$ cat src/hdl/mem_wr_pkg.sv
package mem_wr_pkg;

  // axi burst type, 2'b11 is reserved.
  typedef enum logic [1:0] {
    BURST_FIXED = 2'b00,
    BURST_INCR  = 2'b01,
    BURST_WRAP  = 2'b10
  } axi_burst_e;

  // axi3 burst length field, beats = len + 1.
  localparam int LEN_W = 4;

  // system side is one byte wide.
  localparam int BYTE_W = 8;

  // smallest supported data bus.
  localparam int MIN_DW = 16;

endpackage

$ cat src/hdl/lane_step_if.sv
`timescale 1ns/1ps

interface lane_step_if #(
  parameter int AXI_DW = 32
);
  import mem_wr_pkg::*;

  localparam int SW     = AXI_DW / 8;
  localparam int LANE_W = $clog2(SW);

  logic [LANE_W-1:0] lane_idx;  // byte lane within the beat.
  logic [LEN_W-1:0]  beat_idx;  // beat within the burst.
  logic              lane_last;
  logic              beat_last;
  logic              step;      // one lane consumed.

  modport cnt (
    output lane_idx, beat_idx, lane_last, beat_last,
    input  step
  );

  modport ctl (
    output step,
    input  lane_idx, beat_idx, lane_last, beat_last
  );

  modport dat (
    input lane_idx, beat_idx, lane_last, beat_last, step
  );

endinterface

$ cat src/hdl/beat_lane_counter.sv
`timescale 1ns/1ps

module beat_lane_counter #(
  parameter int AXI_DW = 32
) (
  input  logic                         mem_top,
  input  logic                         axi_rstn_i,
  input  logic                         beat_load_i,
  input  logic                         aw_load_i,
  input  logic [mem_wr_pkg::LEN_W-1:0] len_i,
  lane_step_if.cnt                     ls
);
  import mem_wr_pkg::*;

  localparam int SW     = AXI_DW / 8;
  localparam int LANE_W = $clog2(SW);

  logic [LANE_W-1:0] lane_q;
  logic [LEN_W-1:0]  beat_q;

  always_ff @(posedge mem_top) begin
    if (axi_rstn_i) begin
      lane_q <= '0;
    end else if (beat_load_i) begin
      lane_q <= '0;
    end else if (ls.step) begin
      lane_q <= lane_q + 1'b1; // wraps to 0 after the top lane.
    end
  end

  always_ff @(posedge mem_top) begin
    if (axi_rstn_i) begin
      beat_q <= '0;
    end else if (aw_load_i) begin
      beat_q <= '0;
    end else if (ls.step && ls.lane_last) begin
      beat_q <= beat_q + 1'b1;
    end
  end

  assign ls.lane_idx  = lane_q;
  assign ls.beat_idx  = beat_q;
  assign ls.lane_last = (lane_q == LANE_W'(SW - 1));
  assign ls.beat_last = (beat_q == len_i);

  // no lane is consumed past the last beat.
  a_beat_range: assert property (
    @(posedge mem_top) disable iff (axi_rstn_i)
    ls.step |-> (ls.beat_idx <= len_i)
  );

endmodule

$ cat src/hdl/burst_addr_gen.sv
`timescale 1ns/1ps

module burst_addr_gen #(
  parameter int AXI_DW = 32,
  parameter int AXI_AW = 16
) (
  input  logic                         mem_top,
  input  logic                         axi_rstn_i,
  input  logic                         aw_load_i,
  input  logic [AXI_AW-1:0]            axi_awaddr_i,
  input  logic [mem_wr_pkg::LEN_W-1:0] axi_awlen_i,
  input  mem_wr_pkg::axi_burst_e       axi_awburst_i,
  lane_step_if.dat                     ls,
  output logic [AXI_AW-1:0]            addr_o,
  output logic [mem_wr_pkg::LEN_W-1:0] len_o
);
  import mem_wr_pkg::*;

  localparam int SW     = AXI_DW / 8;
  localparam int LANE_W = $clog2(SW);

  logic [AXI_AW-1:0] start_q;
  logic [LEN_W-1:0]  len_q;
  axi_burst_e        burst_q;

  logic [AXI_AW-1:0] beat_off;
  logic [AXI_AW-1:0] incr_addr;
  logic [AXI_AW-1:0] wrap_mask;
  logic [AXI_AW-1:0] beat_addr;

  always_ff @(posedge mem_top) begin
    if (aw_load_i) begin
      start_q <= {axi_awaddr_i[AXI_AW-1:LANE_W], {LANE_W{1'b0}}}; // aligned down.
    end
  end

  always_ff @(posedge mem_top) begin
    if (axi_rstn_i) begin
      len_q   <= '0;
      burst_q <= BURST_INCR;
    end else if (aw_load_i) begin
      len_q   <= axi_awlen_i;
      burst_q <= axi_awburst_i;
    end
  end

  assign beat_off  = AXI_AW'({ls.beat_idx, {LANE_W{1'b0}}});
  assign incr_addr = start_q + beat_off;
  // block of (len+1)*SW bytes, len+1 a power of two.
  assign wrap_mask = AXI_AW'({len_q, {LANE_W{1'b1}}});

  always_comb begin
    case (burst_q)
      BURST_FIXED: beat_addr = start_q;
      BURST_WRAP:  beat_addr = (start_q & ~wrap_mask) | (incr_addr & wrap_mask);
      default:     beat_addr = incr_addr;
    endcase
  end

  assign addr_o = beat_addr + AXI_AW'(ls.lane_idx);
  assign len_o  = len_q;

  a_wrap_len: assert property (
    @(posedge mem_top) disable iff (axi_rstn_i)
    (aw_load_i && axi_awburst_i == BURST_WRAP) |-> (axi_awlen_i inside {1, 3, 7, 15})
  );

endmodule

$ cat src/hdl/mem_wr_top.sv
`timescale 1ns/1ps

module mem_wr_top #(
  parameter int AXI_DW = 32,
  parameter int AXI_AW = 16,
  parameter int AXI_IW = 4
) (
  input  logic                          mem_top,
  input  logic                          axi_rstn_i,
  input  logic [AXI_IW-1:0]             axi_awid_i,
  input  logic [AXI_AW-1:0]             axi_awaddr_i,
  input  logic [mem_wr_pkg::LEN_W-1:0]  axi_awlen_i,
  input  mem_wr_pkg::axi_burst_e        axi_awburst_i,
  input  logic                          axi_awvalid_i,
  output logic                          axi_awready_o,
  input  logic [AXI_IW-1:0]             axi_wid_i,
  input  logic [AXI_DW-1:0]             axi_wdata_i,
  input  logic [AXI_DW/8-1:0]           axi_wstrb_i,
  input  logic                          axi_wlast_i,
  input  logic                          axi_wvalid_i,
  output logic                          axi_wready_o,
  output logic                          sys_wen_o,
  output logic [AXI_AW-1:0]             sys_addr_o,
  output logic [mem_wr_pkg::BYTE_W-1:0] sys_wdata_o
);
  import mem_wr_pkg::*;

  if ((AXI_DW < MIN_DW) || ((AXI_DW & (AXI_DW - 1)) != 0)) begin : g_dw_check
    $error("AXI_DW must be a power of two of at least %0d", MIN_DW);
  end

  logic             aw_load;
  logic             beat_load;
  logic [LEN_W-1:0] len;
  logic [AXI_IW-1:0] awid_q; // only for the wid check.

  lane_step_if #(.AXI_DW(AXI_DW)) u_ls ();

  wr_burst_fsm u_fsm (
    .mem_top(mem_top), .axi_rstn_i(axi_rstn_i),
    .axi_awvalid_i(axi_awvalid_i), .axi_wvalid_i(axi_wvalid_i),
    .axi_wlast_i(axi_wlast_i), .axi_awready_o(axi_awready_o),
    .axi_wready_o(axi_wready_o), .aw_load_o(aw_load),
    .beat_load_o(beat_load), .ls(u_ls.ctl)
  );

  beat_lane_counter #(.AXI_DW(AXI_DW)) u_cnt (
    .mem_top(mem_top), .axi_rstn_i(axi_rstn_i), .beat_load_i(beat_load),
    .aw_load_i(aw_load), .len_i(len), .ls(u_ls.cnt)
  );

  wdata_beat_buffer #(.AXI_DW(AXI_DW)) u_buf (
    .mem_top(mem_top), .axi_rstn_i(axi_rstn_i), .beat_load_i(beat_load),
    .axi_wdata_i(axi_wdata_i), .axi_wstrb_i(axi_wstrb_i), .ls(u_ls.dat),
    .byte_o(sys_wdata_o), .byte_en_o(sys_wen_o)
  );

  burst_addr_gen #(.AXI_DW(AXI_DW), .AXI_AW(AXI_AW)) u_addr (
    .mem_top(mem_top), .axi_rstn_i(axi_rstn_i), .aw_load_i(aw_load),
    .axi_awaddr_i(axi_awaddr_i), .axi_awlen_i(axi_awlen_i),
    .axi_awburst_i(axi_awburst_i), .ls(u_ls.dat),
    .addr_o(sys_addr_o), .len_o(len)
  );

  always_ff @(posedge mem_top) begin
    if (aw_load) begin
      awid_q <= axi_awid_i;
    end
  end

  // no interleaving, every beat belongs to the open burst.
  a_wid_match: assert property (
    @(posedge mem_top) disable iff (axi_rstn_i)
    beat_load |-> (axi_wid_i == awid_q)
  );

endmodule

$ cat src/hdl/wdata_beat_buffer.sv
`timescale 1ns/1ps

module wdata_beat_buffer #(
  parameter int AXI_DW = 32
) (
  input  logic                          mem_top,
  input  logic                          axi_rstn_i,
  input  logic                          beat_load_i,
  input  logic [AXI_DW-1:0]             axi_wdata_i,
  input  logic [AXI_DW/8-1:0]           axi_wstrb_i,
  lane_step_if.dat                      ls,
  output logic [mem_wr_pkg::BYTE_W-1:0] byte_o,
  output logic                          byte_en_o
);
  import mem_wr_pkg::*;

  localparam int SW = AXI_DW / 8;

  // one beat, seen whole on load and per lane on drain.
  typedef union packed {
    logic [AXI_DW-1:0]          word;
    logic [SW-1:0][BYTE_W-1:0]  lane;
  } beat_u;

  beat_u          beat_q;
  logic [SW-1:0]  strb_q;

  always_ff @(posedge mem_top) begin
    if (beat_load_i) begin
      beat_q.word <= axi_wdata_i;
    end
  end

  always_ff @(posedge mem_top) begin
    if (axi_rstn_i) begin
      strb_q <= '0;
    end else if (beat_load_i) begin
      strb_q <= axi_wstrb_i;
    end
  end

  assign byte_o    = beat_q.lane[ls.lane_idx];
  assign byte_en_o = ls.step & strb_q[ls.lane_idx]; // masked lanes stay quiet.

endmodule

$ cat src/hdl/wr_burst_fsm.sv
`timescale 1ns/1ps

module wr_burst_fsm (
  input  logic      mem_top,
  input  logic      axi_rstn_i,
  input  logic      axi_awvalid_i,
  input  logic      axi_wvalid_i,
  input  logic      axi_wlast_i,
  output logic      axi_awready_o,
  output logic      axi_wready_o,
  output logic      aw_load_o,
  output logic      beat_load_o,
  lane_step_if.ctl  ls
);

  typedef enum logic [1:0] {
    ST_IDLE,
    ST_WAIT,
    ST_DRAIN,
    ST_DONE
  } state_e;

  state_e state_q;
  state_e state_d;

  always_ff @(posedge mem_top) begin
    if (axi_rstn_i) begin
      state_q <= ST_DONE; // one quiet cycle before idle.
    end else begin
      state_q <= state_d;
    end
  end

  always_comb begin
    state_d = state_q;
    case (state_q)
      ST_IDLE: begin
        if (axi_awvalid_i) begin
          state_d = ST_WAIT;
        end
      end
      ST_WAIT: begin
        if (axi_wvalid_i) begin
          state_d = ST_DRAIN;
        end
      end
      ST_DRAIN: begin
        // leave after the top lane of the beat.
        if (ls.lane_last) begin
          state_d = ls.beat_last ? ST_DONE : ST_WAIT;
        end
      end
      default: state_d = ST_IDLE;
    endcase
  end

  assign axi_awready_o = (state_q == ST_IDLE);
  assign axi_wready_o  = (state_q == ST_WAIT);
  assign ls.step       = (state_q == ST_DRAIN);

  assign aw_load_o   = axi_awvalid_i & axi_awready_o;
  assign beat_load_o = axi_wvalid_i & axi_wready_o;

  // wlast must agree with the beat count of the latched awlen.
  a_wlast_match: assert property (
    @(posedge mem_top) disable iff (axi_rstn_i)
    beat_load_o |-> (axi_wlast_i == ls.beat_last)
  );

endmodule

$ cat config.mk
export PLATFORM = sky130hd
export DESIGN_NAME = mem_wr_top
export DESIGN_NICKNAME = d
export VERILOG_FILES = /design/src/hdl/mem_wr_pkg.sv /design/src/hdl/lane_step_if.sv /design/src/hdl/beat_lane_counter.sv /design/src/hdl/burst_addr_gen.sv /design/src/hdl/mem_wr_top.sv /design/src/hdl/wdata_beat_buffer.sv /design/src/hdl/wr_burst_fsm.sv
export SDC_FILE = /design/constraint.sdc
export NUM_CORES = 1
export LEC_CHECK = 0
export ABC_CLOCK_PERIOD_IN_PS = 3780
export BUFFER_PORTS_ARGS = -buffer_cell sky130_fd_sc_hd__buf_2
export CORE_UTILIZATION = 53
export CTS_CLUSTER_SIZE = 24
export DETAILED_ROUTE_END_ITERATION = 8
export HOLD_SLACK_MARGIN = 0.03
export PLACE_DENSITY = 0.91
export SLEW_MARGIN = 30
export SYNTH_ARGS = -nofsm -noshare
export SYNTH_HDL_FRONTEND = slang
export SYNTH_SLANG_ARGS = --single-unit
$ cat constraint.sdc
create_clock -name mem_top -period 3.78 [get_ports mem_top]
set_input_delay 0.945 -clock mem_top [delete_from_list [all_inputs] [get_ports mem_top]]
set_output_delay 0.945 -clock mem_top [all_outputs]
set_load 0.005 [all_outputs]
==> flow_summary.toml, run 1 <==
[clock_network]
numCtsBuffers = 9
root_buffer = "clkbuf_8"
htree_levels = 3
clock_sinks = 64
cts_buffer_depth = 2
cts_hold_buf = 0
clk_latency_ps = 330
cts_tree = "yes"
clkTransAtPathRegs_ps = 60
ctsResizeCount = 0
post_cts_buffers = 0

[synth]
synth_edf_count = 46
syn_area_um2 = 2740
yosys.area.top_type_share_pct = 50.3
synthFlopType = "edfxtp_1"
yosys_warnings = 0
ys_ff_latch = 64
async_flop_share_pct = 0
synthTopCellsByCount = "edfxtp_1, nand2_1, dfxtp_1"
synthTopCellsByArea = "edfxtp_1, dfxtp_1, mux4_2, xor2_1, ha_1"
ys_types = 37
synth-seq-area-share_pct = 63.5
synth_largest_area_cell = "edfxtp_1"
yosysMostFrequentCell = "edfxtp_1"
synth_nets = 273
synthCells = 195
synth_area_per_cell_um2 = 14.1

[global_routing]
grtUsageTotal_pct = 21.7
grt_pass1_vias = 1862
grt_pass1_wl_um = 8490
antenna_found_initial = 0
overflow = 0
grt_max_degree = 34

[floorplanning]
num_rows = 25
top_level_ports = 98
die_y_um = 74.0
start_util_pct = 56.6
core_um2 = 4850
fp.dieW_um = 74.0
die-area_um2 = 5470

[pwr]
switching_share_pct = 21.1
p_per_area_nw_per_um2 = 448
switching_power_uw = 326
ir_worst_vdd_v = 0.000318
combPwrFrac_pct = 7.9
power_frac_clock_pct = 39.9
p_seq_share_pct = 52.2
intPower_uw = 1220
cellLeakagePower_uw = 0.00145

[placed_design]
place.gp.congestion = 0.825
dp_slack_ps = 928
dp_hpwl_um = 4020
portBuffers = 86

[drt]
wl_per_cell_um = 15.4
antenna_left = 0
first_pass_iters = 4
vias = 1926
viasPerCell = 5.38
first_iter_violations = 88
route.detailed.drc = 0
wl_um = 5500

[timing]
finClkSkew_ps = 6.55
post-route-period-util_pct = 85.2
tightest_slew_ps = 858
grt_setup_unrepaired = "no"
hold_violations = 0
relSlewSlack_pct = 42.7
slew_violations = 0
max_freq_ghz = 0.311
min_period_ps = 3220
setup_viol = 0
fin_hold_ws_ps = 501
setup_slack_ps = 561
tns_ps = 0

[setup_path]
critPathBufInv = 1
worstSetupPathType = "reg2out"
crit_chain = "ha_1 > fa_1 > a211oi_1 > nor2_1 > and4_1 > xor2_1 > buf_2"
r2r_cells = 4
end_kind = "output pin"
crit_family = "adder cells"
slowest_stage = "fa_1"
worstPathRequired_ps = 2830
crit_fanout = 5
critPathMaxStageDelay_ps = 400
start_kind = "register"
worstPathArrival_ps = 2270
cp.depth = 7

[cells_and_area]
fin_util_pct = 71.0
antenna_cells = 0
syn_to_final_growth_pct = 25.5
fillers = 317
drive_above_1_share_pct = 38.8
nets = 364

[run]
drv_cap = 0

[run_status]
outcome = "complete, no violations"

[worst_hold_path]
hold_class = "reg2reg"
hold_depth = 2
power by group through the flow:
stage / sequential, µW / clock, µW / combinational [µW]
6_report: 805 / 617 / 122
5_1_grt: 808 / 657 / 132
3_5_place_dp: 821 / 0 / 121
3_3_place_gp: 819 / 0 / 116
2_1_floorplan: 806 / 0 / 71.7
4_1_cts: 806 / 623 / 123
cells by family (layout without fill, tap and decap cells):
group                      Yosys count  after routing  share of synthesized area (%)
AOI/OAI and AO/OA                   26             26                           5.79
adders and majority gates            7              7                           3.47
and+or+nand+nor                     53             53                           9.62
muxes                               17             17                           10.4
buffers and inverters               10            106                           1.50
xor gates and xnor gates            18             18                           5.75
DFF                                 64             64                           63.5
through the flow:
| step | instance area [µm²] | std cells | total power [µW] |
|---|---|---|---|
| global route | 3440 | 358 | 1600 |
| floorplan | 2740 | 195 | 878 |
| global placement | 3230 | 342 | 936 |
| finish | 3440 | 358 | 1540 |
| detailed placement | 3230 | 342 | 942 |
| CTS | 3440 | 358 | 1550 |
layout by cell type (no fill, tap or decap), types with 9 or more instances in the layout:
| master | instances |
|---|---|
| xor2_1 | 12 |
| nand2_1 | 20 |
| mux4_2 | 9 |
| nor2_1 | 9 |
| a21oi_1 | 11 |
| dfxtp_1 | 18 |
| clkbuf_8 | 9 |
| edfxtp_1 | 46 |
| buf_2 | 86 |
worst register-to-register path, delay by kind of cell, from the launching register on:
| family | cells | cell delay, ps |
|---|---|---|
| compound gates | 1 | 230 |
| fa+ha+maj | 1 | 380 |
| flops | 1 | 800 |
| simple gates | 2 | 470 |
final cells by class:
type	count	area [µm²]	share of cell area [%]
Multi-Input combinational cell	121	961	27.9
Timing Repair Buffer	86	430	12.5
Sequential cell	64	1740	50.6
Tap cell	67	83.8	2.43
Clock buffer	10	128	3.71
Inverter	4	15.0	0.436
Clock inverter	6	83.8	2.43
registers in the layout, indices dropped and copies added (netlist names):
name	count
u_cnt.ls.lane_idx	2
u_fsm.state_q	2
u_buf.beat_q	32
u_buf.strb_q	4
u_addr.start_q	14
u_addr.burst_q	2
u_cnt.ls.beat_idx	4
u_addr.len_o	4
metal layers:
| layer | part of all wire, % | wire, µm | track usage, % | vias up |
|---|---|---|---|---|
| met5 | 0 | 0 | 0 | - |
| met4 | 2.5 | 138 | 12.4 | 0 |
| met3 | 5.1 | 280 | 4.47 | 17 |
| met2 | 53 | 2910 | 36.4 | 80 |
| met1 | 39 | 2170 | 26.3 | 915 |
| li1 | - | - | - | 914 |
path summary, 6_finish.rpt:
kind | start | to | slack [ps]
worst max-delay path | u_addr.start_q[2] | sys_addr_o[10] | 560
worst min-delay path | u_addr.len_o[2] | u_addr.len_o[2] | 500
worst max register to register | u_cnt.ls.lane_idx[0] | u_cnt.ls.beat_idx[3] | 1810
worst min register to register | u_addr.len_o[2] | u_addr.len_o[2] | 500
Note: power is estimated with default switching activity, not from simulation.
==> run 2, diff against run 1 <==
--- a/config.mk
+++ b/config.mk
@@ -7,11 +7,11 @@
 export LEC_CHECK = 0
 export ABC_CLOCK_PERIOD_IN_PS = 3780
 export BUFFER_PORTS_ARGS = -buffer_cell sky130_fd_sc_hd__buf_2
-export CORE_UTILIZATION = 53
+export CORE_UTILIZATION = 45
 export CTS_CLUSTER_SIZE = 24
 export DETAILED_ROUTE_END_ITERATION = 8
 export HOLD_SLACK_MARGIN = 0.03
-export PLACE_DENSITY = 0.91
+export PLACE_DENSITY = 0.8
 export SLEW_MARGIN = 30
 export SYNTH_ARGS = -nofsm -noshare
 export SYNTH_HDL_FRONTEND = slang
==> run 2 against run 1 <==
- fmax increased by 0.86%
- utilization shrank 12 points
- total power grew 1.3%
- clock skew up 2.0 ps
- sequential share of layout area shrank 0.38 points
- largest cell class unchanged
- die area grew 17%
- count of clock-buffer cells in the layout down 1
==> flow_summary.toml, run 2 (synthesis results as in run 1) <==
[drt]
first_pass_iters = 4
wl_um = 5270
vias = 1851
viasPerCell = 5.04
first_iter_violations = 137
antenna_left = 0
route.detailed.drc = 0
wl_per_cell_um = 14.4

[setup_path]
end_kind = "output pin"
start_kind = "register"
worstSetupPathType = "reg2out"
worstPathArrival_ps = 2250
reg2reg_slack_ps = 1870
crit_fanout = 5
worstPathRequired_ps = 2830
reg2reg_from = "u_cnt.ls.lane_idx[0]"
r2r_cells = 5
reg2reg_to = "u_cnt.ls.beat_idx[3]"

[global_routing]
antenna_found_initial = 0
grt_max_degree = 34
grt_pass1_wl_um = 8160
grt_pass1_vias = 1809
grtUsageTotal_pct = 17.5
overflow = 0

[timing]
slew_violations = 0
grt_setup_unrepaired = "no"
tightest_slew_ps = 860
tns_ps = 0
post-route-period-util_pct = 84.4
setup_viol = 0
min_period_ps = 3190
finClkSkew_ps = 8.54
relSlewSlack_pct = 42.6
hold_violations = 0
max_freq_ghz = 0.313

[clock_network]
clock_sinks = 64
post_cts_buffers = 0
ctsResizeCount = 0
clkTransAtPathRegs_ps = 70
htree_levels = 3
numCtsBuffers = 9
cts_buffer_depth = 2
clk_latency_ps = 340
cts_tree = "yes"
cts_hold_buf = 0
root_buffer = "clkbuf_8"

[pwr]
power_frac_clock_pct = 40.8
p_per_area_nw_per_um2 = 451
combPwrFrac_pct = 7.9
p_seq_share_pct = 51.3
ir_worst_vdd_v = 0.000313
switching_share_pct = 21.9
intPower_uw = 1220
cellLeakagePower_uw = 0.00145
switching_power_uw = 343

[floorplanning]
start_util_pct = 46.6
fp.dieW_um = 80.1
core_um2 = 5890
die_y_um = 80.1
die-area_um2 = 6410
num_rows = 28
top_level_ports = 98

[placed_design]
dp_hpwl_um = 3820
placed_area_um2 = 3250
place.gp.congestion = 0.776
portBuffers = 86

[cells_and_area]
nets = 365
final_common_cell = "buf_2"
antenna_cells = 0
layout_common_cells = "buf_2, edfxtp_1, nand2_1, dfxtp_1, xor2_1"
drive_above_1_share_pct = 39.7
regMostFlops = "u_buf.beat_q"
fin_area_um2 = 3470
syn_to_final_growth_pct = 26.4
largest_reg_flops = 32
layout_top_registers = "u_buf.beat_q: 32 flops, u_addr.start_q: 14 flops"

[worst_hold_path]
worstHoldEndpoint = "u_addr.len_o[1]"
hp-start = "u_addr.len_o[1]"
hold_class = "reg2reg"
hold_depth = 2

[run_status]
outcome = "complete, no violations"

[run]
drv_cap = 0
[run 2: cell types whose count changed in the layout (fill, tap and decap cells not counted)]
cell        previous run  this run
clkinv_1               2         1
clkinv_4               1         2
clkinvlp_4             1         2
buf_4                  0         1
clkbuf_1               1         0
[run 2: stage by stage]
step / std cells / setup WS [ps] / utilization [%] / hold WS [ps] / power [µW]
detailed placement: 351 / 925 / 55.2 / 476 / 943
finish: 367 / 589 / 58.9 / 491 / 1560
global placement: 351 / 968 / 55.2 / 471 / 938
CTS: 367 / 552 / 58.9 / 486 / 1580
global route: 367 / 475 / 58.9 / 501 / 1620
floorplan: 195 / 1150 / - / 458 / 878
[run 2: worst max path at each step]
stage / from / end / slack [ps] / cells past startpoint
floorplan: u_addr.start_q[2] / sys_addr_o[10] / 1150 / 6
global placement: u_addr.start_q[2] / sys_addr_o[10] / 970 / 7
detailed placement: u_addr.start_q[2] / sys_addr_o[10] / 930 / 7
CTS: u_addr.start_q[2] / sys_addr_o[10] / 550 / 7
global route: u_addr.start_q[2] / sys_addr_o[10] / 470 / 7
finish: u_addr.start_q[2] / sys_addr_o[10] / 590 / 7
[run 2: worst max-delay path: stages (launching register included)]
cell and delay [ps]:
edfxtp_1 380, ha_1 240, fa_1 400, a211oi_1 250, nor2_1 150, and4_1 220
xor2_1 130, buf_2 120
[run 2: cell type report]
class                           count  area [µm²]
Fill cell                         496        2420
Multi-Input combinational cell    121         961
Inverter                            4        15.0
Tap cell                           75        93.8
Timing Repair Buffer               87         438
Sequential cell                    64        1740
Clock inverter                      7        96.3
Clock buffer                        9         124
[run 2: power groups by stage]
stage                     clock, µW  combinational, µW  sequential (µW)
after floorplan                   0               71.7              806
after global placement            0                121              817
after global routing            673                138              806
final                           638                124              802
after detailed placement          0                124              818
after CTS                       649                125              802
[run 2: per-layer routing]
layer | up-vias | global-route usage (%) | part of all wire [%]
met2 | 59 | 27.7 | 50
met4 | 0 | 10.5 | 2.8
met3 | 17 | 5.11 | 5.0
met5 | - | 0 | 0
li1 | 912 | - | -
met1 | 863 | 21.2 | 42
